**config.mk**
```make
export PLATFORM = sky130hd
export DESIGN_NAME = executeUnit
export DESIGN_NICKNAME = d
export VERILOG_FILES = /design/src/verilog/mipsPkg.sv /design/src/verilog/executeUnit.sv
export SDC_FILE = /design/constraint.sdc
export NUM_CORES = 1
export LEC_CHECK = 0
export BUFFER_PORTS_ARGS = -buffer_cell sky130_fd_sc_hd__buf_2
export CORE_MARGIN = 2
export CORE_UTILIZATION = 30
export DETAILED_ROUTE_END_ITERATION = 8
export PLACE_DENSITY_LB_ADDON = 0.3
export SLEW_MARGIN = 10
export SYNTH_ARGS = -nofsm -noshare
export SYNTH_HDL_FRONTEND = slang
export SYNTH_SLANG_ARGS = --single-unit
```
**constraint.sdc**
```tcl
create_clock -name vclk -period 6.5
set_clock_uncertainty 0.15 [all_clocks]
set_input_delay 1.3 -clock vclk [all_inputs]
set_output_delay 1.3 -clock vclk [all_outputs]
set_load 0.1 [all_outputs]
```
**src/verilog/mipsPkg.sv**
```systemverilog
`default_nettype none

package mipsPkg;

	////////////////////
	// Opcodes and function codes
	localparam logic [5:0] opR    = 6'b000000;
	localparam logic [5:0] opBeq  = 6'b000100;
	localparam logic [5:0] opJ    = 6'b000010;
	localparam logic [5:0] opJal  = 6'b000011;
	localparam logic [5:0] opLui  = 6'b001111;
	localparam logic [5:0] opLw   = 6'b100011;
	localparam logic [5:0] opOri  = 6'b001101;
	localparam logic [5:0] opSw   = 6'b101011;

	localparam logic [5:0] fnAddu = 6'b100001;
	localparam logic [5:0] fnSubu = 6'b100011;
	localparam logic [5:0] fnJr   = 6'b001000;
	localparam logic [5:0] fnNop  = 6'b000000;

	////////////////////
	// Select encodings, zero is always the quiet choice
	localparam logic [1:0] npcSeq    = 2'd0;
	localparam logic [1:0] npcBranch = 2'd1;
	localparam logic [1:0] npcJump   = 2'd2;
	localparam logic [1:0] npcReg    = 2'd3;

	localparam logic [1:0] extZero   = 2'd0;
	localparam logic [1:0] extSign   = 2'd1;
	localparam logic [1:0] extHigh   = 2'd2;

	localparam logic [2:0] aluAdd    = 3'd0;
	localparam logic [2:0] aluSub    = 3'd1;
	localparam logic [2:0] aluOr     = 3'd2;

	localparam logic [1:0] dstRd     = 2'd0;
	localparam logic [1:0] dstRt     = 2'd1;
	localparam logic [1:0] dst31     = 2'd2;

	localparam logic [1:0] dataAlu   = 2'd0;
	localparam logic [1:0] dataMem   = 2'd1;
	localparam logic [1:0] dataLink  = 2'd2;

	localparam logic [1:0] bReg      = 2'd0;
	localparam logic [1:0] bImm      = 2'd1;

	// Stages left until the result exists, seen from execute
	localparam logic [1:0] tnewAlu   = 2'd1;
	localparam logic [1:0] tnewMem   = 2'd2;
	localparam logic [1:0] tnewLink  = 2'd1;

	localparam logic [1:0] fwdNone   = 2'd0;
	localparam logic [1:0] fwdMem    = 2'd1;
	localparam logic [1:0] fwdWb     = 2'd2;

	////////////////////
	// One fetched word, three views
	typedef union packed {
		struct packed {
			logic [5:0] op;
			logic [4:0] rs;
			logic [4:0] rt;
			logic [4:0] rd;
			logic [4:0] shamt;
			logic [5:0] funct;
		} rType;
		struct packed {
			logic [5:0]  op;
			logic [4:0]  rs;
			logic [4:0]  rt;
			logic [15:0] imm16;
		} iType;
		struct packed {
			logic [5:0]  op;
			logic [25:0] target26;
		} jType;
	} instrWord;

	typedef struct packed {
		logic [1:0] npcOp;
		logic [1:0] extOp;
		logic [2:0] aluOp;
		logic [1:0] dstSel;
		logic [1:0] dataSel;
		logic [1:0] bSel;
		logic       regWrite;
		logic       memWrite;
		logic       useRsEarly;
		logic       useRsLate;
		logic       useRtEarly;
		logic       useRtLate;
		logic [1:0] tnew;
	} ctrlSignals;

	typedef struct packed {
		logic        valid;
		logic [4:0]  addr;
		logic [31:0] data;
	} regWriteEvent;

	typedef struct packed {
		logic        valid;
		logic [31:0] addr;
		logic [31:0] data;
	} storeEvent;

endpackage

`default_nettype wire

```
**src/verilog/executeUnit.sv**
```systemverilog
`timescale 1ns/100ps
`default_nettype none

module executeUnit (
	input  mipsPkg::ctrlSignals ctrl,
	input  logic [31:0]         rsValue,
	input  logic [31:0]         rtValue,
	input  logic [31:0]         extImm,
	output logic [31:0]         result
);

	logic [31:0] operandB;

	assign operandB = (ctrl.bSel == mipsPkg::bImm) ? extImm : rtValue;

	// No overflow traps, addu and subu wrap
	always_comb begin
		case (ctrl.aluOp)
			mipsPkg::aluSub: result = rsValue - operandB;
			mipsPkg::aluOr:  result = rsValue | operandB;
			mipsPkg::aluAdd: result = rsValue + operandB;
			default:         result = rsValue + operandB;
		endcase
	end

endmodule

`default_nettype wire

```
==> impl_metrics.toml <==
[cells_and_area]
drive_gt1_frac = 0.563
final_util = 0.610
layout.nets = 892
syn_to_final_growth_pct = 96.8
fillers = 889
antenna_cells = 0
seqCellArea_um2 = 0
clkbuf_count = 0
seq_cell_count = 0
layout_common_cells = "buf_4 (155), buf_2 (104), nor2_1 (67), xor2_1 (31), ha_1 (31)"
final_common_cell = "buf_4"
postLayoutCellArea_um2 = 6290

[worst_setup_path]
cpPeakStageDelay_ns = 0.53
critPathArrivalTime_ns = 5.43
cp_top_family = "simple AND/OR/NAND/NOR gates"
cp_cell_sequence = "buf_8, or4b_1, o31ai_2, and4b_2, buf_6, nor3b_4, a21oi_2, xor2_1, ha_1, nand4_1, nor2_1, o211a_1, o211ai_2, a21oi_2, o221ai_4, xnor2_4, or4b_4, o211a_4, buf_12"
crit_path_max_fanout = 3
required_ns = 5.05
critPathMostFrequentCell = "a21oi_2"
worst-path-buf-inv = 3
criticalPathCategory = "input port to output pin"
endpoint_kind = "output pin"
cp_slowest_cell = "or4b_1"
startpoint_type = "input port"

[timing]
fin_crit_sh = 1.06
relSlewSlack = 0.614
max_freq_ghz = 0.145
final-setup-viol-count = 14
hold_ws_ns = 2.92
tightest_slew_ns = 0.579
slew_violations = 0
finalCriticalPeriod_ns = 6.88
hold_viol = 0
rsz0062_at_grt = "true"
fin_ws_ns = -0.378

[clock_network]
postCtsHoldBufs = 0

[detailed_routing]
first_iter_violations = 121
via_per_inst = 5.16
vias = 4524
drtAntennaViolNets = 0
routed_wl_um = 13300
wl_per_cell_um = 15.1
first_pass_iters = 4
drcViolationCount = 0

[synthesis]
synth_nets = 605
yosysSeqAreaShare = 0
netlist_area_um2 = 3200
avgSynthCellArea_um2 = 7.02
yosysTopAreaCell = "ha_1"
synth_top_area_share = 0.121
synth_area_leaders = "ha_1 (12%), mux2i_1 (10%), xor2_1 (8.8%)"
ys_warn_count = 0
synthesis.instances = 456
ys_types = 62

[placement]
portBuffers = 133
placed_cell_area_um2 = 5760
pre_cts_ws_ns = -0.616
hpwl_um = 10500
gp_congestion = 0.869

[floorplan]
fp.dieH_um = 107
num_io_pins = 149
die_area_um2 = 11500
fp-row-count = 37
die_x_um = 107
fp.coreArea_um2 = 10300
start_util = 0.310

[global_route]
antenna_found_initial = 0
grt_overflow = 0
grt_pass1_vias = 4719
grt_first_pass_wirelength_um = 21200
grt_max_degree = 32
grtUsageTotal = 0.220

[hold_path]
min_path_type = "input port to output pin"

[status]
status = "finished with violations"
violations = "negative setup slack"

[pwr]
peakVddDrop_mv = 0.162
total_power_mw = 1.53
power_density_nw_per_um2 = 244
p_leak_nw = 3.02

[job]
max_cap_viol_count = 0
-- through the flow --
step	instances	setup TNS (ns)
floorplan	456	-0.334
global placement	853	-1.83
detailed placement	853	-2.34
CTS	874	-1.62
global route	877	-5.12
finish	877	-2.41
-- worst paths after layout --
kind,start,to,slack [ns],cells past startpoint
min,rsValue[17],result[17],2.92,4
max,ctrl[9],result[31],-0.38,19
-- cell type report --
cell class | count | area, um^2 | share of cell area
multi-input combinational | 425 | 3640 | 0.579
timing repair buffer | 303 | 2430 | 0.386
inverter | 13 | 48.8 | 0.00775
tap | 136 | 170 | 0.0270
-- power breakdown --
part	internal, mW	switching, mW
Combinational	0.615	0.919
Clock	0	0
Sequential	0	0
Total	0.615	0.919
-- metal layers --
layer | GRT usage | wire length, um | vias to the layer above
met5 | 0 | 0 | -
met1 | 0.266 | 5430 | 2150
li1 | - | - | 2240
met3 | 0.0157 | 613 | 14
met2 | 0.429 | 7080 | 120
met4 | 0.0306 | 156 | 0
-- cells by family (layout without fill, tap and decap cells) --
group | after synthesis | count (layout) | share of synthesized area
muxes | 38 | 38 | 0.121
adders and majority gates | 32 | 32 | 0.127
and+or+nand+nor | 154 | 155 | 0.238
AOI/OAI and AO/OA | 140 | 140 | 0.300
buffers and inverters | 32 | 316 | 0.0434
xor gates and xnor gates | 60 | 60 | 0.170
-- Yosys cell counts (3+ instances only) --
library cell,number
nand2b_1,5
buf_2,3
o211ai_1,3
or3_1,4
o21bai_1,3
mux2i_1,33
a31oi_1,8
nor2_1,72
nand4_1,4
and3_1,4
a22oi_1,18
o21ai_1,5
mux2_2,5
nand3_1,5
a211oi_1,3
inv_1,13
nor3b_1,3
nand2_1,29
o21ai_0,21
clkbuf_1,13
ha_1,31
xor2_1,32
nor2b_1,4
a21o_1,14
a21oi_1,40
nor3_1,9
o31ai_1,4
xnor2_1,27
-- timing repair --
item                                   4_1_cts  5_1_grt
endpoints found under the hold margin        0        0
setup buffers                               24        8
pin swaps                                   53       47
resized for setup                           52       28
gates cloned                                 1        0
setup endpoints to repair                   12       19
Power figures use the tool's default switching activity.
