### src/verilog/mipsPkg.sv
`default_nettype none

package mipsPkg;

	////////////////////
	// Opcodes and function codes
	localparam logic [5:0] opR    = 6'b000000;
	localparam logic [5:0] opBeq  = 6'b000100;
	localparam logic [5:0] opJ    = 6'b000010;
	localparam logic [5:0] opJal  = 6'b000011;
	localparam logic [5:0] opLui  = 6'b001111;
	localparam logic [5:0] opLw   = 6'b100011;
	localparam logic [5:0] opOri  = 6'b001101;
	localparam logic [5:0] opSw   = 6'b101011;

	localparam logic [5:0] fnAddu = 6'b100001;
	localparam logic [5:0] fnSubu = 6'b100011;
	localparam logic [5:0] fnJr   = 6'b001000;
	localparam logic [5:0] fnNop  = 6'b000000;

	////////////////////
	// Select encodings, zero is always the quiet choice
	localparam logic [1:0] npcSeq    = 2'd0;
	localparam logic [1:0] npcBranch = 2'd1;
	localparam logic [1:0] npcJump   = 2'd2;
	localparam logic [1:0] npcReg    = 2'd3;

	localparam logic [1:0] extZero   = 2'd0;
	localparam logic [1:0] extSign   = 2'd1;
	localparam logic [1:0] extHigh   = 2'd2;

	localparam logic [2:0] aluAdd    = 3'd0;
	localparam logic [2:0] aluSub    = 3'd1;
	localparam logic [2:0] aluOr     = 3'd2;

	localparam logic [1:0] dstRd     = 2'd0;
	localparam logic [1:0] dstRt     = 2'd1;
	localparam logic [1:0] dst31     = 2'd2;

	localparam logic [1:0] dataAlu   = 2'd0;
	localparam logic [1:0] dataMem   = 2'd1;
	localparam logic [1:0] dataLink  = 2'd2;

	localparam logic [1:0] bReg      = 2'd0;
	localparam logic [1:0] bImm      = 2'd1;

	// Stages left until the result exists, seen from execute
	localparam logic [1:0] tnewAlu   = 2'd1;
	localparam logic [1:0] tnewMem   = 2'd2;
	localparam logic [1:0] tnewLink  = 2'd1;

	localparam logic [1:0] fwdNone   = 2'd0;
	localparam logic [1:0] fwdMem    = 2'd1;
	localparam logic [1:0] fwdWb     = 2'd2;

	////////////////////
	// One fetched word, three views
	typedef union packed {
		struct packed {
			logic [5:0] op;
			logic [4:0] rs;
			logic [4:0] rt;
			logic [4:0] rd;
			logic [4:0] shamt;
			logic [5:0] funct;
		} rType;
		struct packed {
			logic [5:0]  op;
			logic [4:0]  rs;
			logic [4:0]  rt;
			logic [15:0] imm16;
		} iType;
		struct packed {
			logic [5:0]  op;
			logic [25:0] target26;
		} jType;
	} instrWord;

	typedef struct packed {
		logic [1:0] npcOp;
		logic [1:0] extOp;
		logic [2:0] aluOp;
		logic [1:0] dstSel;
		logic [1:0] dataSel;
		logic [1:0] bSel;
		logic       regWrite;
		logic       memWrite;
		logic       useRsEarly;
		logic       useRsLate;
		logic       useRtEarly;
		logic       useRtLate;
		logic [1:0] tnew;
	} ctrlSignals;

	typedef struct packed {
		logic        valid;
		logic [4:0]  addr;
		logic [31:0] data;
	} regWriteEvent;

	typedef struct packed {
		logic        valid;
		logic [31:0] addr;
		logic [31:0] data;
	} storeEvent;

endpackage

`default_nettype wire

### src/verilog/nextPcUnit.sv
`timescale 1ns/100ps
`default_nettype none

module nextPcUnit (
	input  logic              clk,
	input  logic              reset,
	input  logic              stall,
	input  mipsPkg::instrWord decodeInstr,
	input  logic [31:0]       decodePc,
	input  logic [1:0]        npcOp,
	input  logic [1:0]        extOp,
	input  logic [31:0]       rsValue,
	input  logic [31:0]       rtValue,
	output logic [31:0]       pc,
	output logic [31:0]       extImm
);

	logic [15:0] imm;
	logic [31:0] seqPc;
	logic [31:0] branchTarget;
	logic [31:0] jumpTarget;
	logic [31:0] nextPc;

	assign imm          = decodeInstr.iType.imm16;
	assign seqPc        = pc + 32'd4;
	assign branchTarget = decodePc + 32'd4 + {{14{imm[15]}}, imm, 2'b00};
	assign jumpTarget   = {decodePc[31:28], decodeInstr.jType.target26, 2'b00};

	always_comb begin
		case (extOp)
			mipsPkg::extSign: extImm = {{16{imm[15]}}, imm};
			mipsPkg::extHigh: extImm = {imm, 16'h0000};
			mipsPkg::extZero: extImm = {16'h0000, imm};
			default:          extImm = {16'h0000, imm};
		endcase
	end

	// Fetch PC already points at the delay slot
	always_comb begin
		case (npcOp)
			mipsPkg::npcBranch: nextPc = (rsValue == rtValue) ? branchTarget : seqPc;
			mipsPkg::npcJump:   nextPc = jumpTarget;
			mipsPkg::npcReg:    nextPc = rsValue;
			default:            nextPc = seqPc;
		endcase
	end

	always_ff @(posedge clk) begin
		if (reset) begin
			pc <= '0;
		end else if (!stall) begin
			pc <= nextPc;
		end
	end

endmodule

`default_nettype wire

### config.mk
export PLATFORM = sky130hd
export DESIGN_NAME = nextPcUnit
export DESIGN_NICKNAME = d
export VERILOG_FILES = /design/src/verilog/mipsPkg.sv /design/src/verilog/nextPcUnit.sv
export SDC_FILE = /design/constraint.sdc
export NUM_CORES = 1
export LEC_CHECK = 0
export BUFFER_PORTS_ARGS = -buffer_cell sky130_fd_sc_hd__buf_2
export CORE_MARGIN = 10
export CORE_UTILIZATION = 50
export DETAILED_ROUTE_END_ITERATION = 7
export MAX_ROUTING_LAYER = met4
export PLACE_DENSITY = 0.82
export SKIP_CTS_REPAIR_TIMING = 1
export SLEW_MARGIN = 5
export SYNTH_ARGS = -nofsm -noshare
export SYNTH_HDL_FRONTEND = slang
export SYNTH_SLANG_ARGS = --single-unit
### constraint.sdc
create_clock -name clk -period 5.09 [get_ports clk]
set_input_delay 0.2545 -clock clk [delete_from_list [all_inputs] [get_ports clk]]
set_output_delay 0.2545 -clock clk [all_outputs]
set_load 0.1 [all_outputs]
==> out/results.md <==
| Result | Reported |
|:---|:---|
| Power per unit of standard cell area | 208 nW/um^2 |
| Portion of the post-synthesis area used by sequential elements | 0.129 |
| Clock transition at path regs | 0.07 ns |
| Delay contributed by the slowest stage of the critical path | 0.36 ns |
| Endpoints failing setup | 0 |
| CTS Buffer Depth | 2 |
| CP Data Arrival Time | 3.19 ns |
| CTS tree | yes |
| Reg2reg setup slack | 2.41 ns |
| Via count of the first global-routing pass | 5627 |
| Die Footprint | 14300 um^2 |
| Largest registers ranked by flip-flop count | pc (32) |
| RSZ-0062 raised after global routing | no |
| HPWL Detailed | 15100 um |
| Ordered list of cells on the worst path | buf_2 > ha_1 > ha_1 > o21ai_1 > a21oi_1 > a21oi_1 > a21oi_1 > a211o_1 > a221o_1 > a32o_1 > a311o_1 |
| Cell at the root of the clock tree | clkbuf_8 |
| Worst slew margin | 0.320 |
| Filler cell count in the final layout | 921 |
| Crit path max-delay cell type | ha_1 |
| Critical R2R Capture | pc[24] |
| Max Clock Skew | 0.00390 ns |
| Post-layout min period | 3.02 ns |
| Hold Path Class | in -> reg |
| Final worst slack | 2.07 ns |
| Post-synth EDFFs | 0 |
| Area overhead of the layout relative to synthesis | 21.5% |
| GRT Overall Usage | 0.244 |
| Result of the run | finished clean |
| Vias per inst | 5.95 |
| ANT nets after route | 0 |
| Drt drc | 0 |
| Critical Path Most Common Cell | a21oi_1 |
| Y dimension of the die | 120 um |
| Placement-stage worst setup slack | 1.83 ns |
| Post-synth top area cell | ha_1 |
| Placeable core region | 9730 um^2 |
| Area of the mapped netlist | 4970 um^2 |
| Start point of the critical path | decodeInstr[15] |
| Period utilisation layout | 0.593 |
| Number of antenna violations at the first check in global routing | 0 |
| Worst IR drop on VDD | 0.125 mV |
| Highest metal layer with signal wires | met4 |
| TritonCTS buffer count | 5 |
| Most numerous cell in the Yosys netlist | nand2_1 |
| Hold wc startpoint | decodeInstr[20] |
| Number of top-level design ports | 199 |
| Peak Freq | 332 MHz |
| Iteration count of the initial detailed-routing pass | 5 |
| Fraction of synthesis flops using an asynchronous set or reset pin | 0 |
| # Max-Cap Violations | 0 |
| Row Count | 36 |
| Worst Tran Pin Value | 1.02 ns |
| Leak pwr | 2.90 nW |
| R2R Path Start | pc[2] |
| Path depth of the worst reg2reg path | 9 |
| Endpoint of the worst hold path | pc[22] |
| Gpl congestion | 0.976 |
| Total via count after detailed routing | 5783 |
| Largest net degree at the start of global routing | 38 |
| Starting Density | 0.511 |
| Largest reg by FF count | pc |
| Most common flop cell mapped by yosys | dfxtp_1 |
| Average wire length per cell after detail routing | 18.8 um |
| Critical-path maximum fanout | 19 |
| Hold Crit Depth | 4 |
| Count of final max-slew check failures | 0 |
| Library cells used by synthesis | 71 |
| Routed Wire Length | 18300 um |
| Net count after synthesis | 865 |
| Number of failing hold endpoints at the final stage | 0 |
| Post-synth top area share | 0.151 |
| Violation count after the first detailed-routing iteration | 527 |
| Number of warnings printed during yosys synthesis | 0 |
| Setup crit start kind | input port |
| Critical path class | in -> reg |
| Top cells by area in the synthesized netlist | ha_1, dfxtp_1, xnor2_1 |
| Global-route wire length before repair | 28200 um |
| Crit path required time | 5.26 ns |
| Net count reported at finish | 1034 |
| Worst setup EP type | flip-flop |
| Grt ovf | 0 |
| Routed length on met1 | 7880 um |
| Number of flip-flops in the largest register | 32 |
| #FFs+latches synth | 32 |
| X dimension of the die | 120 um |
| Post-Syn Instances | 669 |
| Latest clock arrival within the worst-skew pair | 0.28 ns |
| Clock Sinks | 32 |
| CTS H-tree depth | 2 |
| Commonest cells post-synth | nand2_1, a21oi_1, ha_1 |
| Total negative slack for setup checks | 0 ns |
| Post-synthesis area per instance | 7.43 um^2 |
| # port buffers | 192 |
| Detailed-routed wire length on met3 | 1470 um |
| Fraction of final layout cells sized beyond drive strength 1 | 0.259 |
| Met2 wire length | 8310 um |
| Count of inserted antenna diode cells | 0 |
## worst max-delay path: cells and delay by family
kind / cells / cell delay (ns)
adders and majority gates: 2 / 0.67
buffers and inverters: 1 / 0.35
AOI/OAI and AO/OA: 8 / 1.91
## worst max-delay path by stage
| stage | to | slack (ns) | cells past startpoint |
|---|---|---|---|
| global placement | pc[31] | 1.86 | 11 |
| floorplan | extImm[31] | 1.88 | 4 |
| detailed placement | pc[31] | 1.83 | 11 |
| global route | pc[28] | 1.94 | 11 |
| CTS | pc[31] | 2.12 | 11 |
| finish | pc[31] | 2.07 | 11 |
## placed cells by master, fill, tap and decap left out, types with 5 or more instances in the layout
cell type | netlist | layout
and2_1 | 6 | 6
o21bai_1 | 5 | 5
nand2b_1 | 7 | 7
nand4_1 | 19 | 19
xor2_1 | 16 | 16
ha_1 | 60 | 60
o21ai_0 | 17 | 17
nor2b_1 | 19 | 19
a21o_1 | 14 | 14
nand3_1 | 25 | 25
a31oi_1 | 9 | 9
xnor2_1 | 57 | 57
a22oi_1 | 9 | 9
nor3_1 | 11 | 11
and3_1 | 13 | 13
dfxtp_1 | 32 | 32
a211oi_1 | 5 | 5
o21a_1 | 6 | 6
o22ai_1 | 10 | 10
nor2_1 | 53 | 53
mux2i_1 | 17 | 17
nand2_1 | 69 | 69
clkbuf_8 | 0 | 6
inv_1 | 21 | 21
a21oi_1 | 63 | 63
buf_2 | 4 | 192
## stage by stage
stage | utilization | hold WS, ns | cells | area [um^2] | power (mW)
2_1_floorplan | - | 0.478 | 669 | 4970 | 0.860
3_3_place_gp | 0.611 | 0.499 | 964 | 5950 | 1.04
3_5_place_dp | 0.611 | 0.508 | 964 | 5950 | 1.05
4_1_cts | 0.621 | 0.352 | 972 | 6040 | 1.25
5_1_grt | 0.621 | 0.405 | 972 | 6040 | 1.33
6_report | 0.621 | 0.342 | 972 | 6040 | 1.26
## per-layer routing
metal,vias up,GRT usage
met5,-,-
met4,0,0.0988
met3,32,0.0370
met2,269,0.375
met1,2682,0.313
li1,2800,-
## kinds of logic after synthesis
logic type / synth area share
simple gates: 0.241
flops: 0.129
buf+inv: 0.0498
fa+ha+maj: 0.155
mux: 0.0478
compound gates: 0.249
xor+xnor: 0.129
## power breakdown
group          switching, mW  internal (mW)
combinational          0.538          0.234
sequential            0.0183          0.265
clock                 0.0952          0.108
## area by class of cell
cell class	instances	area, um^2	share of cell area
inverter	22	82.6	0.0137
clock inverter	2	10.0	0.00166
tap	133	166	0.0275
multi-input combinational	583	4080	0.676
sequential	32	641	0.106
timing repair buffer	194	976	0.162
clock buffer	6	82.6	0.0137
(Power assumes the default switching activity.)
