[src/verilog/mipsPkg.sv]
`default_nettype none

package mipsPkg;

	////////////////////
	// Opcodes and function codes
	localparam logic [5:0] opR    = 6'b000000;
	localparam logic [5:0] opBeq  = 6'b000100;
	localparam logic [5:0] opJ    = 6'b000010;
	localparam logic [5:0] opJal  = 6'b000011;
	localparam logic [5:0] opLui  = 6'b001111;
	localparam logic [5:0] opLw   = 6'b100011;
	localparam logic [5:0] opOri  = 6'b001101;
	localparam logic [5:0] opSw   = 6'b101011;

	localparam logic [5:0] fnAddu = 6'b100001;
	localparam logic [5:0] fnSubu = 6'b100011;
	localparam logic [5:0] fnJr   = 6'b001000;
	localparam logic [5:0] fnNop  = 6'b000000;

	////////////////////
	// Select encodings, zero is always the quiet choice
	localparam logic [1:0] npcSeq    = 2'd0;
	localparam logic [1:0] npcBranch = 2'd1;
	localparam logic [1:0] npcJump   = 2'd2;
	localparam logic [1:0] npcReg    = 2'd3;

	localparam logic [1:0] extZero   = 2'd0;
	localparam logic [1:0] extSign   = 2'd1;
	localparam logic [1:0] extHigh   = 2'd2;

	localparam logic [2:0] aluAdd    = 3'd0;
	localparam logic [2:0] aluSub    = 3'd1;
	localparam logic [2:0] aluOr     = 3'd2;

	localparam logic [1:0] dstRd     = 2'd0;
	localparam logic [1:0] dstRt     = 2'd1;
	localparam logic [1:0] dst31     = 2'd2;

	localparam logic [1:0] dataAlu   = 2'd0;
	localparam logic [1:0] dataMem   = 2'd1;
	localparam logic [1:0] dataLink  = 2'd2;

	localparam logic [1:0] bReg      = 2'd0;
	localparam logic [1:0] bImm      = 2'd1;

	// Stages left until the result exists, seen from execute
	localparam logic [1:0] tnewAlu   = 2'd1;
	localparam logic [1:0] tnewMem   = 2'd2;
	localparam logic [1:0] tnewLink  = 2'd1;

	localparam logic [1:0] fwdNone   = 2'd0;
	localparam logic [1:0] fwdMem    = 2'd1;
	localparam logic [1:0] fwdWb     = 2'd2;

	////////////////////
	// One fetched word, three views
	typedef union packed {
		struct packed {
			logic [5:0] op;
			logic [4:0] rs;
			logic [4:0] rt;
			logic [4:0] rd;
			logic [4:0] shamt;
			logic [5:0] funct;
		} rType;
		struct packed {
			logic [5:0]  op;
			logic [4:0]  rs;
			logic [4:0]  rt;
			logic [15:0] imm16;
		} iType;
		struct packed {
			logic [5:0]  op;
			logic [25:0] target26;
		} jType;
	} instrWord;

	typedef struct packed {
		logic [1:0] npcOp;
		logic [1:0] extOp;
		logic [2:0] aluOp;
		logic [1:0] dstSel;
		logic [1:0] dataSel;
		logic [1:0] bSel;
		logic       regWrite;
		logic       memWrite;
		logic       useRsEarly;
		logic       useRsLate;
		logic       useRtEarly;
		logic       useRtLate;
		logic [1:0] tnew;
	} ctrlSignals;

	typedef struct packed {
		logic        valid;
		logic [4:0]  addr;
		logic [31:0] data;
	} regWriteEvent;

	typedef struct packed {
		logic        valid;
		logic [31:0] addr;
		logic [31:0] data;
	} storeEvent;

endpackage

`default_nettype wire

[src/verilog/registerFile.sv]
`timescale 1ns/100ps
`default_nettype none

module registerFile (
	input  logic                  clk,
	input  logic                  reset,
	input  logic [4:0]            readAddrA,
	input  logic [4:0]            readAddrB,
	output logic [31:0]           readDataA,
	output logic [31:0]           readDataB,
	input  mipsPkg::regWriteEvent writeEvent
);

	logic [31:0] regs [32];
	logic        writing;

	assign writing = writeEvent.valid && (writeEvent.addr != 5'd0);

	always_ff @(posedge clk) begin
		if (reset) begin
			for (int i = 0; i < 32; i++) begin
				regs[i] <= '0;
			end
		end else if (writing) begin
			regs[writeEvent.addr] <= writeEvent.data;
		end
	end

	// Same-cycle write wins over the stored value
	function automatic logic [31:0] readPort(input logic [4:0] addr);
		if (addr == 5'd0) begin
			return '0;
		end
		if (writing && (addr == writeEvent.addr)) begin
			return writeEvent.data;
		end
		return regs[addr];
	endfunction

	always_comb begin
		readDataA = readPort(readAddrA);
		readDataB = readPort(readAddrB);
	end

endmodule

`default_nettype wire

[config.mk]
export PLATFORM = sky130hd
export DESIGN_NAME = registerFile
export DESIGN_NICKNAME = d
export VERILOG_FILES = /design/src/verilog/mipsPkg.sv /design/src/verilog/registerFile.sv
export SDC_FILE = /design/constraint.sdc
export NUM_CORES = 2
export LEC_CHECK = 0
export BUFFER_PORTS_ARGS = -buffer_cell sky130_fd_sc_hd__buf_2
export CAP_MARGIN = 20
export CELL_PAD_IN_SITES_DETAIL_PLACEMENT = 1
export CELL_PAD_IN_SITES_GLOBAL_PLACEMENT = 1
export CORE_MARGIN = 3
export CORE_UTILIZATION = 54
export CTS_CLUSTER_DIAMETER = 60
export DETAILED_ROUTE_END_ITERATION = 12
export PLACE_DENSITY = 0.88
export SYNTH_ARGS = -nofsm -noshare
export SYNTH_HDL_FRONTEND = slang
export SYNTH_SLANG_ARGS = --single-unit
[constraint.sdc]
create_clock -name clk -period 3.31 [get_ports clk]
set_input_delay 0.662 -clock clk [delete_from_list [all_inputs] [get_ports clk]]
set_output_delay 0.662 -clock clk [all_outputs]
set_load 0.05 [all_outputs]
==> results of run 1 <==
==> per-stage QoR <==
step,utilization,TNS [ns],area [µm²]
2_1_floorplan,-,-0.188,56000
3_3_place_gp,0.608,-9.33,62100
3_5_place_dp,0.608,-13.82,62100
4_1_cts,0.678,-5.35,69300
==> cells by family after synthesis <==
group | after synthesis | synth area share
AOI/OAI and AO/OA | 426 | 0.0581
xor gates and xnor gates | 10 | 0.00157
buffers and inverters | 423 | 0.0361
DFF | 1024 | 0.552
muxes | 736 | 0.216
other | 1 | 0.0000673
and+or+nand+nor | 1297 | 0.137
==> per-layer routing <==
layer / overflow / global-route usage
met3: 33 / 0.842
met2: 171 / 0.942
met4: 147 / 0.838
met5: 8 / 0.690
met1: 39 / 0.865
==> what timing repair did <==
| action | in CTS |
|---|---|
| cloned | 16 |
| gates resized for setup | 443 |
| setup buffers | 103 |
| pin swaps | 96 |
| endpoints found under the setup margin | 64 |
==> flow_metrics.tcl, run 1 <==
set metrics [dict create \
    die_h_um 327 \
    die_width_um 327 \
    dp_slack_ns -0.581 \
    flow.stopped_at "5_1_grt" \
    synth_most_common_cell "sky130_fd_sc_hd__edfxtp_1" \
    cts_hold_repair.buffers 0 \
    largest_net_degree_at_the_start_of_global_routing 41 \
    rows 117 \
    dp_hpwl_um 155000 \
    mappedNetlistArea_um2 55800 \
    synth_top_cell_by_area "sky130_fd_sc_hd__edfxtp_1" \
    yosys.area.top_type_share 0.552 \
    synthDistinctLibCells 72 \
    cts_max_level 3 \
    cts_num_sinks 1024 \
    netlist_top_cells_count "sky130_fd_sc_hd__edfxtp_1 (1024), sky130_fd_sc_hd__and2_1 (962), sky130_fd_sc_hd__mux4_2 (359), sky130_fd_sc_hd__mux2i_1 (334), sky130_fd_sc_hd__clkbuf_1 (297)" \
    post_synth_inst_count 3917 \
    placed_cells 5489 \
    global_route_usage_sum 0.873 \
    max-clock-path-buffers 3 \
    floorplan.initialDensity 0.546 \
    result_of_the_run "aborted with a tool error" \
    root_buffer "sky130_fd_sc_hd__clkbuf_16" \
    io_count 114 \
    syn_avg_cell_area_um2 14.2 \
    grt_overflow_total 398 \
    numPortBuffers 113 \
    most_used_flip_flop_cell_after_synthesis "sky130_fd_sc_hd__edfxtp_1" \
    ys_top_cells_by_area "sky130_fd_sc_hd__edfxtp_1 (55%), sky130_fd_sc_hd__mux4_2 (15%), sky130_fd_sc_hd__and2_1 (11%)" \
    worstEpCategory "output port" \
    gpl.final_weighted_congestion 0.956 \
    antenna_violations_before_repair 88 \
    ffs_latches_synth 1024 \
    ys.warnings.count 0 \
    worstEndpointGrtRepair "readDataB[9]" \
    cts_made_buffers 112 \
    first_reported_error "[ERROR GRT-0232] Routing congestion too high. Check the congestion heatmap in the GUI." \
    async_flop_share 0 \
    synth-edff-count 1024 \
    synth.yosys.seq_area_share 0.552 \
]
==> inputs of run 2 (changes only) <==
==> config.mk (replaced) <==
export PLATFORM = sky130hd
export DESIGN_NAME = registerFile
export DESIGN_NICKNAME = d
export VERILOG_FILES = /design/src/verilog/mipsPkg.sv /design/src/verilog/registerFile.sv
export SDC_FILE = /design/constraint.sdc
export NUM_CORES = 2
export LEC_CHECK = 0
export BUFFER_PORTS_ARGS = -buffer_cell sky130_fd_sc_hd__buf_2
export CAP_MARGIN = 20
export CORE_MARGIN = 3
export CORE_UTILIZATION = 40
export DETAILED_ROUTE_END_ITERATION = 12
export PLACE_DENSITY_LB_ADDON = 0.15
export SYNTH_ARGS = -nofsm -noshare
export SYNTH_HDL_FRONTEND = slang
export SYNTH_SLANG_ARGS = --single-unit
==> run 2 against run 1 <==
Compared with the run above:
- the flow now finishes, with violations (setup timing)
- area after synthesis is the same
- synthesized cell count did not move
==> flow_metrics.tcl, run 2 <==
set metrics [dict create \
    cts_tree "done" \
    drt_first_iter_violations 6500 \
    biggestRegsByFlops "regs: 1024 flops" \
    yosys.area.top_type_share 0.552 \
    die_h_um 379 \
    max-clock-path-buffers 3 \
    timing_worst_slew_pin_value_ns 0.839 \
    grt_overflow_total 0 \
    area_delta_synth_final_pct 25.7 \
    synth-edff-count 1024 \
    ys_top_cells_by_area "sky130_fd_sc_hd__edfxtp_1 (55%), sky130_fd_sc_hd__mux4_2 (15%), sky130_fd_sc_hd__and2_1 (11%)" \
    synth.yosys.seq_area_share 0.552 \
    synth_top_cell_by_area "sky130_fd_sc_hd__edfxtp_1" \
    result_of_the_run "complete, but fails checks" \
    async_flop_share 0 \
    floorplan.initialDensity 0.404 \
    fillers 11583 \
    fin_crit_sh 1.05 \
    setup_repair_after_global_routing_missed_its_margin "true" \
    most_used_flip_flop_cell_after_synthesis "sky130_fd_sc_hd__edfxtp_1" \
    setup_total_negative_slack_ns -1.50 \
    rows 136 \
    violations "setup timing" \
    ys.warnings.count 0 \
    post_layout_nonfiller_instances 6390 \
    mappedNetlistArea_um2 55800 \
    min-delay-path-class "input port to register" \
    drt_drc_violations_left 0 \
    dp_hpwl_um 153000 \
    cp-start-kind "register" \
    drv_cap 0 \
    clk_pin_slew_ns 0.06 \
    largest-register "regs" \
    powerDensity_nw_per_um2 486 \
    cts_made_buffers 120 \
    post-route-worst-setup-slack_ns -0.156 \
    largest_net_degree_at_the_start_of_global_routing 49 \
    power_leakage_nw 25.7 \
    detailroute.via_count 40791 \
    vias_in_the_first_global_route 39337 \
    timing.setup.critical_path_class "register to output pin" \
    cts_num_sinks 1024 \
    final-max-slew-violation-count 0 \
    cp-end-kind "output pin" \
    post_synth_inst_count 3917 \
    layout.cells.most_common_list "sky130_fd_sc_hd__edfxtp_1 (1024), sky130_fd_sc_hd__and2_1 (961), sky130_fd_sc_hd__buf_4 (438)" \
    gpl.final_weighted_congestion 0.892 \
    io_count 114 \
    avgRoutedWirePerCell_um 38.1 \
    antenna_violations_before_repair 25 \
    timing.slew.headroom 0.441 \
    first_pass_iters 6 \
    totalWireLength_um 244000 \
    syn_avg_cell_area_um2 14.2 \
    synth_most_common_cell "sky130_fd_sc_hd__edfxtp_1" \
    max_clock_freq_ghz 0.289 \
    drive_gt1_frac 0.359 \
    avg_vias_per_cell 6.38 \
    setup_viol 26 \
    ffs_latches_synth 1024 \
    largest_voltage_drop_on_the_vdd_net_v 0.000483 \
    hold_path_startpoint "writeEvent[16]" \
    crit_path_max_fanout 2 \
    cts_max_level 3 \
    die_width_um 379 \
    dieArea_um2 144000 \
    cp-startpoint "regs[11][16]" \
    most_common_cell_after_layout_fill_and_taps_aside "sky130_fd_sc_hd__edfxtp_1" \
    layout_min_cycle_time_ns 3.47 \
    utilization_of_the_core_after_routing 0.508 \
    antenna_violating_nets_post_route 0 \
    flip_flop_count_of_the_largest_register_after_layout 1024 \
    numPortBuffers 113 \
    hold_viol_final 0 \
    root_buffer "sky130_fd_sc_hd__clkbuf_16" \
    global_route_usage_sum 0.336 \
    dp_slack_ns -0.670 \
    final_net_count 4474 \
    core_area_um2 138000 \
    grt_first_pass_wirelength_um 330000 \
    hold_ws_ns 0.294 \
    worst-endpoint-required_ns 2.65 \
    placed_cells 6029 \
    synthDistinctLibCells 72 \
    worst_ep_arrival_time_ns 2.80 \
    netlist_top_cells_count "sky130_fd_sc_hd__edfxtp_1 (1024), sky130_fd_sc_hd__and2_1 (962), sky130_fd_sc_hd__mux4_2 (359), sky130_fd_sc_hd__mux2i_1 (334), sky130_fd_sc_hd__clkbuf_1 (297)" \
]
## run 2: path summary, 6_finish.rpt
check                  endpoint  slack (ns)  cells past startpoint
hold / removal      regs[1][16]        0.29                      2
setup / recovery  readDataB[16]       -0.16                      5
## run 2: layout make-up
cell class,count,area [µm²],share of cell area
flip-flops and latches,1024,30700,0.439
multi-input cells,2501,24500,0.350
repair buffers,773,8820,0.126
clock buffers,150,3140,0.0448
well taps,1863,2330,0.0333
clock inverters,63,494,0.00705
diodes,12,30.0,0.000428
inverters,4,15.0,0.000214
## run 2: critical path: stages (launching register included)
cell	delay (ns)
sky130_fd_sc_hd__edfxtp_1	0.40
sky130_fd_sc_hd__mux4_2	0.48
sky130_fd_sc_hd__mux4_2	0.51
sky130_fd_sc_hd__nor2b_1	0.15
sky130_fd_sc_hd__a211o_1	0.32
sky130_fd_sc_hd__buf_6	0.19
## run 2: layer usage
metal,part of all wire,vias to the layer above,wire [µm],GRT usage
li1,-,16087,-,-
met1,0.39,21145,94700,0.459
met2,0.44,2946,108000,0.509
met3,0.12,607,28100,0.0810
met4,0.051,6,12500,0.149
met5,0.0010,-,246,0.00274
## run 2: per-stage QoR
step / cell area [µm²] / power [mW]
after CTS: 69100 / 33.9
after floorplan: 56000 / 18.4
final: 70100 / 34.1
after detailed placement: 62700 / 20.8
after global routing: 70100 / 34.9
after global placement: 62700 / 20.7
## run 2: timing repair
item,4_1_cts,5_1_grt
pin swaps,77,82
buffers inserted,84,42
endpoints found under the setup margin,64,64
gates resized for setup,383,135
hold buffers,0,0
gates cloned,18,6
## run 2: logic make-up after synthesis
| logic type | Yosys count | synth area share |
|---|---|---|
| AO/OA/AOI/OAI | 426 | 0.0581 |
| XOR/XNOR | 10 | 0.00157 |
| buffers and inverters | 423 | 0.0361 |
| flip-flops | 1024 | 0.552 |
| multiplexers | 736 | 0.216 |
| other | 1 | 0.0000673 |
| AND/OR/NAND/NOR | 1297 | 0.137 |
## run 2: power by group
part	switching (mW)	total, mW	internal [mW]
Clock	5.60	12.7	7.12
Sequential	0.387	15.4	15.0
Combinational	3.44	6.01	2.57
Note: power is estimated with default switching activity, not from simulation.
