## config.mk

```make
export PLATFORM = sky130hd
export DESIGN_NAME = controlDecoder
export DESIGN_NICKNAME = d
export VERILOG_FILES = /design/src/verilog/mipsPkg.sv /design/src/verilog/controlDecoder.sv
export SDC_FILE = /design/constraint.sdc
export NUM_CORES = 1
export LEC_CHECK = 0
export BUFFER_PORTS_ARGS = -buffer_cell sky130_fd_sc_hd__buf_2
export CAP_MARGIN = 20
export CORE_AREA = 2 2 39 41
export DETAILED_ROUTE_END_ITERATION = 8
export DIE_AREA = 0 0 41 43
export PLACE_DENSITY = 0.7
export RECOVER_POWER = 25
export SYNTH_ARGS = -nofsm -noshare
export SYNTH_HDL_FRONTEND = slang
export SYNTH_SLANG_ARGS = --single-unit
```

## constraint.sdc

```tcl
create_clock -name vclk -period 1.1
set_clock_uncertainty 0.05 [all_clocks]
set_input_delay 0.055 -clock vclk [all_inputs]
set_output_delay 0.055 -clock vclk [all_outputs]
set_load 0.01 [all_outputs]
```

## src/verilog/mipsPkg.sv

```systemverilog
`default_nettype none

package mipsPkg;

	////////////////////
	// Opcodes and function codes
	localparam logic [5:0] opR    = 6'b000000;
	localparam logic [5:0] opBeq  = 6'b000100;
	localparam logic [5:0] opJ    = 6'b000010;
	localparam logic [5:0] opJal  = 6'b000011;
	localparam logic [5:0] opLui  = 6'b001111;
	localparam logic [5:0] opLw   = 6'b100011;
	localparam logic [5:0] opOri  = 6'b001101;
	localparam logic [5:0] opSw   = 6'b101011;

	localparam logic [5:0] fnAddu = 6'b100001;
	localparam logic [5:0] fnSubu = 6'b100011;
	localparam logic [5:0] fnJr   = 6'b001000;
	localparam logic [5:0] fnNop  = 6'b000000;

	////////////////////
	// Select encodings, zero is always the quiet choice
	localparam logic [1:0] npcSeq    = 2'd0;
	localparam logic [1:0] npcBranch = 2'd1;
	localparam logic [1:0] npcJump   = 2'd2;
	localparam logic [1:0] npcReg    = 2'd3;

	localparam logic [1:0] extZero   = 2'd0;
	localparam logic [1:0] extSign   = 2'd1;
	localparam logic [1:0] extHigh   = 2'd2;

	localparam logic [2:0] aluAdd    = 3'd0;
	localparam logic [2:0] aluSub    = 3'd1;
	localparam logic [2:0] aluOr     = 3'd2;

	localparam logic [1:0] dstRd     = 2'd0;
	localparam logic [1:0] dstRt     = 2'd1;
	localparam logic [1:0] dst31     = 2'd2;

	localparam logic [1:0] dataAlu   = 2'd0;
	localparam logic [1:0] dataMem   = 2'd1;
	localparam logic [1:0] dataLink  = 2'd2;

	localparam logic [1:0] bReg      = 2'd0;
	localparam logic [1:0] bImm      = 2'd1;

	// Stages left until the result exists, seen from execute
	localparam logic [1:0] tnewAlu   = 2'd1;
	localparam logic [1:0] tnewMem   = 2'd2;
	localparam logic [1:0] tnewLink  = 2'd1;

	localparam logic [1:0] fwdNone   = 2'd0;
	localparam logic [1:0] fwdMem    = 2'd1;
	localparam logic [1:0] fwdWb     = 2'd2;

	////////////////////
	// One fetched word, three views
	typedef union packed {
		struct packed {
			logic [5:0] op;
			logic [4:0] rs;
			logic [4:0] rt;
			logic [4:0] rd;
			logic [4:0] shamt;
			logic [5:0] funct;
		} rType;
		struct packed {
			logic [5:0]  op;
			logic [4:0]  rs;
			logic [4:0]  rt;
			logic [15:0] imm16;
		} iType;
		struct packed {
			logic [5:0]  op;
			logic [25:0] target26;
		} jType;
	} instrWord;

	typedef struct packed {
		logic [1:0] npcOp;
		logic [1:0] extOp;
		logic [2:0] aluOp;
		logic [1:0] dstSel;
		logic [1:0] dataSel;
		logic [1:0] bSel;
		logic       regWrite;
		logic       memWrite;
		logic       useRsEarly;
		logic       useRsLate;
		logic       useRtEarly;
		logic       useRtLate;
		logic [1:0] tnew;
	} ctrlSignals;

	typedef struct packed {
		logic        valid;
		logic [4:0]  addr;
		logic [31:0] data;
	} regWriteEvent;

	typedef struct packed {
		logic        valid;
		logic [31:0] addr;
		logic [31:0] data;
	} storeEvent;

endpackage

`default_nettype wire

```

## src/verilog/controlDecoder.sv

```systemverilog
`timescale 1ns/100ps
`default_nettype none

module controlDecoder (
	input  mipsPkg::instrWord   instr,
	output mipsPkg::ctrlSignals ctrl
);

	logic isR;
	logic addu;
	logic subu;
	logic jr;
	logic nop;
	logic beq;
	logic j;
	logic jal;
	logic lui;
	logic lw;
	logic ori;
	logic sw;
	logic known;
	logic aluWriter;

	// R-type words split on the function field
	assign isR  = (instr.rType.op == mipsPkg::opR);
	assign addu = isR && (instr.rType.funct == mipsPkg::fnAddu);
	assign subu = isR && (instr.rType.funct == mipsPkg::fnSubu);
	assign jr   = isR && (instr.rType.funct == mipsPkg::fnJr);
	assign nop  = isR && (instr.rType.funct == mipsPkg::fnNop);

	assign beq  = (instr.iType.op == mipsPkg::opBeq);
	assign j    = (instr.jType.op == mipsPkg::opJ);
	assign jal  = (instr.jType.op == mipsPkg::opJal);
	assign lui  = (instr.iType.op == mipsPkg::opLui);
	assign lw   = (instr.iType.op == mipsPkg::opLw);
	assign ori  = (instr.iType.op == mipsPkg::opOri);
	assign sw   = (instr.iType.op == mipsPkg::opSw);

	assign known = addu | subu | jr | nop | beq | j | jal | lui | lw | ori | sw;
	assign aluWriter = addu | subu | ori | lui;

	always_comb begin
		ctrl = '0;
		// Anything outside the subset stays a bubble
		if (known) begin
			ctrl.npcOp = beq ? mipsPkg::npcBranch :
				(j || jal) ? mipsPkg::npcJump :
				jr ? mipsPkg::npcReg : mipsPkg::npcSeq;

			ctrl.extOp = (lw || sw) ? mipsPkg::extSign :
				lui ? mipsPkg::extHigh : mipsPkg::extZero;

			// lui adds the shifted immediate to $0
			ctrl.aluOp = subu ? mipsPkg::aluSub :
				ori ? mipsPkg::aluOr : mipsPkg::aluAdd;

			ctrl.dstSel = (ori || lw || lui) ? mipsPkg::dstRt :
				jal ? mipsPkg::dst31 : mipsPkg::dstRd;

			ctrl.dataSel = lw ? mipsPkg::dataMem :
				jal ? mipsPkg::dataLink : mipsPkg::dataAlu;

			ctrl.bSel = (ori || lw || sw || lui) ? mipsPkg::bImm : mipsPkg::bReg;

			ctrl.regWrite = aluWriter | lw | jal;
			ctrl.memWrite = sw;

			// Early means decode, late means execute
			ctrl.useRsEarly = beq | jr;
			ctrl.useRsLate  = addu | subu | ori | lw | sw;
			ctrl.useRtEarly = beq;
			ctrl.useRtLate  = addu | subu | sw;

			ctrl.tnew = lw ? mipsPkg::tnewMem :
				jal ? mipsPkg::tnewLink :
				aluWriter ? mipsPkg::tnewAlu : 2'd0;
		end
	end

endmodule

`default_nettype wire

```

==> metrics.md, run 1 <==
| Metric | Value |
|---|---|
| Count of different cell masters after synthesis | `26` |
| GR peak layer | `met2` |
| GRT Residual Overflow | `0` |
| Max Cap Viol | `0` |
| Detail Route Antenna Nets | `0` |
| Die area | `0.001763 mm2` |
| Post-synthesis cell count | `47` |
| Sequential power share | `0%` |
| CP arrival | `960 ps` |
| Worst IR Drop VDD | `105.5 uV` |
| Worst Hold Class | `in -> out` |
| Via count of the first global-routing pass | `393` |
| CP Launch Type | `input port` |
| Final WL | `1118 um` |
| Clock Buffer Count | `0` |
| Starting DRT DRC Count | `8` |
| Peak fanout along the critical path | `5` |
| Cell Area, Synth | `309.0 um2` |
| Die Wd | `41 um` |
| CP Cell Sequence | `buf_2, nor4_4, nand4_2, o221ai_1, buf_2` |
| Core ar. | `0.001384 mm2` |
| All-Layer GR Usage | `10.79%` |
| First-pass GRT wire length | `1455 um` |
| Internal Power | `0.06799 mW` |
| Max-slew violations | `0` |
| # nets final | `117` |
| Clk network pwr share | `0%` |
| # setup viols final | `0` |
| Xor and xnor area share after synthesis | `0%` |
| Sequential cell area | `0 um2` |
| Initial antenna violation count | `0` |
| PD cells | `264.8 mW/mm2` |
| DRC Markers | `0` |
| Tcrit/Tclk final | `96.90%` |
| Setup crit end kind | `primary output` |
| Pre-CTS setup slack | `-53.94 ps` |
| Seq_cells | `0` |
| Starting density of the core | `22.33%` |
| Crit path to | `ctrl[7]` |
| Antenna fix cells | `0` |
| Most frequent cell on the critical path | `buf_2` |
| RSZ-0062 raised after global routing | `yes` |
| Static leakage | `0.2894 nW` |
| Net Sw Frac | `52.83%` |
| Delay of the slowest cell on the worst path | `310 ps` |
| DR vias/cell | `4.919` |
| Switch Pwr | `0.07615 mW` |
| Yosys warns | `0` |
| Combinational family with the most area after synthesis | `simple AND/OR/NAND/NOR gates` |
| Final Hold Vio Count | `0` |
| Final setup margin | `34.15 ps` |
| CP required | `1000 ps` |
| Min cycle time layout | `1066 ps` |
| Layout cells sized above 1 | `59.04%` |
| Placer Congestion | `0.7358` |
| Post-synthesis adder-cell area fraction | `0%` |
| Io pins | `53` |
| IO Port Bufs | `31` |
| Largest net degree at the start of global routing | `10` |
| Hold Startpoint | `instr[1]` |
| Critical Path Stages | `5` |
| Post-Route Utilization | `39.33%` |
| Status | `complete, no violations` |
| Design area | `544.3 um2` |
| Commonest non-fill, non-tap cells in the layout | `buf_2, nor2_1, buf_4, nand2_1` |
| Worst Path Buf+Inv | `2` |
| Comb pwr share | `100.0%` |
| Routed WL per cell | `11.29 um` |
| Met3 Use GR | `0%` |
| Detailed Routing Iterations Pass 1 | `4` |
| Max stage delay cell, worst path | `nor4_4` |
| Via count | `487` |
| Synth Area in Compound Gates | `23.89%` |
| DP Area | `499.2 um2` |
| Crit-path leading delay family | `simple AND/OR/NAND/NOR gates` |
| Cts hold-fix bufs | `0` |
| Met1 Track Usage GR | `12.97%` |
| Simple-gate share of the synthesized area | `62.75%` |
| Setup crit start | `instr[4]` |
| Grt met2 use | `20.94%` |
| Crit Path Category | `in -> out` |
| Die height | `43 um` |
| Area grow syn2layout | `76.11%` |
| Detail Placement HPWL | `821.9 um` |
| Multiplexer share of the synthesized area | `0%` |
| Cell Rows | `14` |
| Most common cell after layout, fill and taps aside | `buf_2` |
| Sequential area share after synthesis | `0%` |
| Avg Cell Area, Syn | `6.575 um2` |
| FMAX | `938.2 MHz` |
-- cells in the mapped netlist (2+ instances only) --
cell,number,area (um2)
o21ai_0,3,15.01
nand2_1,4,15.01
buf_4,3,22.52
nand3_1,2,10.01
a31o_2,2,17.52
or2_2,2,12.51
a21oi_1,3,15.01
nor2_1,10,37.54
-- through the flow --
step / total power [mW] / TNS, ps / cells / hold WS [ps]
after floorplan: 0.06426 / 0 / 48 / 149.3
final: 0.1441 / 0 / 99 / 373.2
after global placement: 0.1199 / -161.2 / 97 / 374.7
after CTS: 0.1283 / 0 / 98 / 376.0
after detailed placement: 0.1227 / -186.4 / 97 / 375.5
after global routing: 0.1550 / -31.82 / 99 / 402.3
-- cell families after synthesis --
family	Yosys count
AOI/OAI and AO/OA	11
buffers and inverters	5
other	1
and+or+nand+nor	30
-- worst min-delay path: cells and delay by family --
family                 cells  cell delay [ps]
buffers and inverters      3              270
and+or+nand+nor            1               30
-- cell type report --
cell class	instances	area (um2)
Tap cell	16	20.02
Multi-Input combinational cell	43	287.8
Fill cell	160	839.6
Timing Repair Buffer	39	232.7
Inverter	1	3.754
-- worst min path at each step --
stage,to,slack [ps],depth (start not counted)
2_1_floorplan,ctrl[14],150,2
4_1_cts,ctrl[14],380,4
3_3_place_gp,ctrl[14],370,4
6_report,ctrl[14],370,4
5_1_grt,ctrl[14],400,4
3_5_place_dp,ctrl[14],380,4
-- layer usage --
metal / share of wire, % / vias up
met3: 8.5 / 0
li1: - / 240
met1: 37 / 223
met5: 0 / -
met4: 0 / 0
met2: 54 / 24
-- power groups by stage --
stage | Clock, mW | Combinational (mW) | Sequential [mW]
global placement | 0 | 0.120 | 0
floorplan | 0 | 0.0643 | 0
detailed placement | 0 | 0.123 | 0
CTS | 0 | 0.128 | 0
finish | 0 | 0.144 | 0
global route | 0 | 0.155 | 0
-- timing repair --
action / in CTS / in global routing
cloned: 0 / 0
pin swaps: 2 / 2
gates resized for setup: 1 / 12
setup endpoints to repair: 5 / 5
buffers inserted: 1 / 1
No activity file was read; power rests on OpenSTA's default activity.
==> inputs of run 2 (changes only) <==
- ABC_AREA: not set -> 1
- PLACE_DENSITY: 0.7 -> 0.69
- SETUP_SLACK_MARGIN: not set -> 0.3
==> metrics.md, run 2 <==
| Metric | Value |
|---|---|
| Multi-input logic area | `274.0 um2` |
| Hold Startpoint | `instr[1]` |
| Status | `complete, no violations` |
| Worst Hold Class | `in -> out` |
| Clock Buffer Count | `0` |
| Min cycle time layout | `911.9 ps` |
| Max Cap Viol | `0` |
| Fin Hold WS | `400.3 ps` |
| Via count | `451` |
| Final Hold Vio Count | `0` |
| Commonest cells post-synth | `inv_1, nand2_1, nor2_1` |
| Fill cells | `163` |
| TNS Setup | `0 ps` |
| Static leakage | `0.4154 nW` |
| Cell Area, Synth | `291.5 um2` |
| DP Area | `447.9 um2` |
| Hold Path End | `ctrl[14]` |
| Post-Route Utilization | `43.58%` |
| RSZ-0062 raised after global routing | `yes` |
| Setup crit start | `instr[30]` |
| Setup crit end kind | `primary output` |
| Post-synthesis cell count | `61` |
| Starting density of the core | `21.07%` |
| Final setup margin | `188.1 ps` |
| Core ar. | `0.001384 mm2` |
| CP required | `1000 ps` |
| Initial antenna violation count | `0` |
| Die height | `43 um` |
| Count of different cell masters after synthesis | `13` |
| All-Layer GR Usage | `11.49%` |
| Commonest non-fill, non-tap cells in the layout | `buf_2, inv_1, nand2_1, nor2_1, nand3_2` |
| Worst IR Drop VDD | `115.5 uV` |
| Avg Cell Area, Syn | `4.779 um2` |
| Pre-CTS setup slack | `139.1 ps` |
| Sequential cell area | `0 um2` |
| Starting DRT DRC Count | `4` |
| Antenna fix cells | `0` |
| IO Port Bufs | `31` |
| Placer Congestion | `0.8021` |
| Area grow syn2layout | `106.9%` |
| Tcrit/Tclk final | `82.90%` |
| Yosys warns | `0` |
| Cts hold-fix bufs | `0` |
| Layout cells sized above 1 | `62.77%` |
| # setup viols final | `0` |
| Comb pwr share | `100.0%` |
| Largest net degree at the start of global routing | `7` |
| CP arrival | `810 ps` |
| Power consumption | `0.1348 mW` |
| Final WL | `944 um` |
| Cell Rows | `14` |
| Max-slew violations | `0` |
| Dpl cells | `106` |
| Most numerous cell in the Yosys netlist | `inv_1` |
| Internal Power | `0.06316 mW` |
| DRC Markers | `0` |
| PD cells | `223.5 mW/mm2` |
| Detail Route Antenna Nets | `0` |
| Most common cell after layout, fill and taps aside | `buf_2` |
| Via count of the first global-routing pass | `396` |
| Detailed Routing Iterations Pass 1 | `4` |
| GRT Residual Overflow | `0` |
| Switch Pwr | `0.07161 mW` |
| Clk network pwr share | `0%` |
| CP Launch Type | `input port` |
| Crit Path Category | `in -> out` |
| Peak fanout along the critical path | `5` |
| Share of the synthesized area in the top cell type | `16.74%` |
| Area contributors post-synth | `inv_1, nand2_1, nor2_1, nor2_2, nand3_1` |
| Io pins | `53` |
| WHS Path Cells | `4` |
| Sequential power share | `0%` |
| Design area | `603.1 um2` |
| Routed WL per cell | `8.582 um` |
| Die Wd | `41 um` |
| Seq_cells | `0` |
| Die area | `0.001763 mm2` |
| Net Sw Frac | `53.13%` |
| First-pass GRT wire length | `1524 um` |
| DR vias/cell | `4.100` |
| Detail Placement HPWL | `766.6 um` |
| Sequential area share after synthesis | `0%` |
| # nets final | `128` |
| Post-Layout Cell Count | `110` |
| Area leader, netlist | `inv_1` |
| FMAX | `1097 MHz` |
==> run 2: worst max-delay path by stage <==
stage	end	slack [ps]	cells past startpoint
after CTS	ctrl[2]	210	7
after detailed placement	ctrl[2]	140	7
after global routing	ctrl[19]	110	7
final	ctrl[0]	190	7
after floorplan	ctrl[4]	350	5
after global placement	ctrl[2]	150	7
==> run 2: cell type report <==
| class | instances | area share, % |
|---|---|---|
| tap | 16 | 3.320 |
| multi-input combinational | 44 | 45.44 |
| inverter | 15 | 9.751 |
| timing repair buffer | 35 | 41.49 |
==> run 2: layer usage <==
| layer | vias up | wire, um | global-route usage [%] |
|---|---|---|---|
| li1 | 241 | - | - |
| met1 | 196 | 323 | 13.92 |
| met2 | 14 | 563 | 22.19 |
| met3 | 0 | 58 | 0 |
| met4 | 0 | 0 | 0 |
| met5 | - | 0 | 0 |
==> run 2: cells by family (layout without fill, tap and decap cells) <==
family | Yosys count | after routing | share of synthesized area [%]
other | 1 | 2 | 1.286
AOI/OAI and AO/OA | 1 | 1 | 1.715
and+or+nand+nor | 41 | 41 | 69.96
buffers and inverters | 18 | 50 | 27.04
==> run 2: timing repair <==
action,CTS,global route
endpoints found under the setup margin,14,17
buffers inserted,4,0
pin swaps,11,9
resized for setup,29,7
==> run 2: power groups by stage <==
stage	Sequential, mW	Clock (mW)	Combinational, mW
detailed placement	0	0	0.0948
global route	0	0	0.149
CTS	0	0	0.129
finish	0	0	0.135
floorplan	0	0	0.0519
global placement	0	0	0.0923
==> run 2: worst max-delay path, cell delays in order <==
cell and delay (ps):
buf_8 100, nor2_4 170, nand3_2 140, nor2_4 130
nor2_2 50, nand2_1 50, buf_2 120
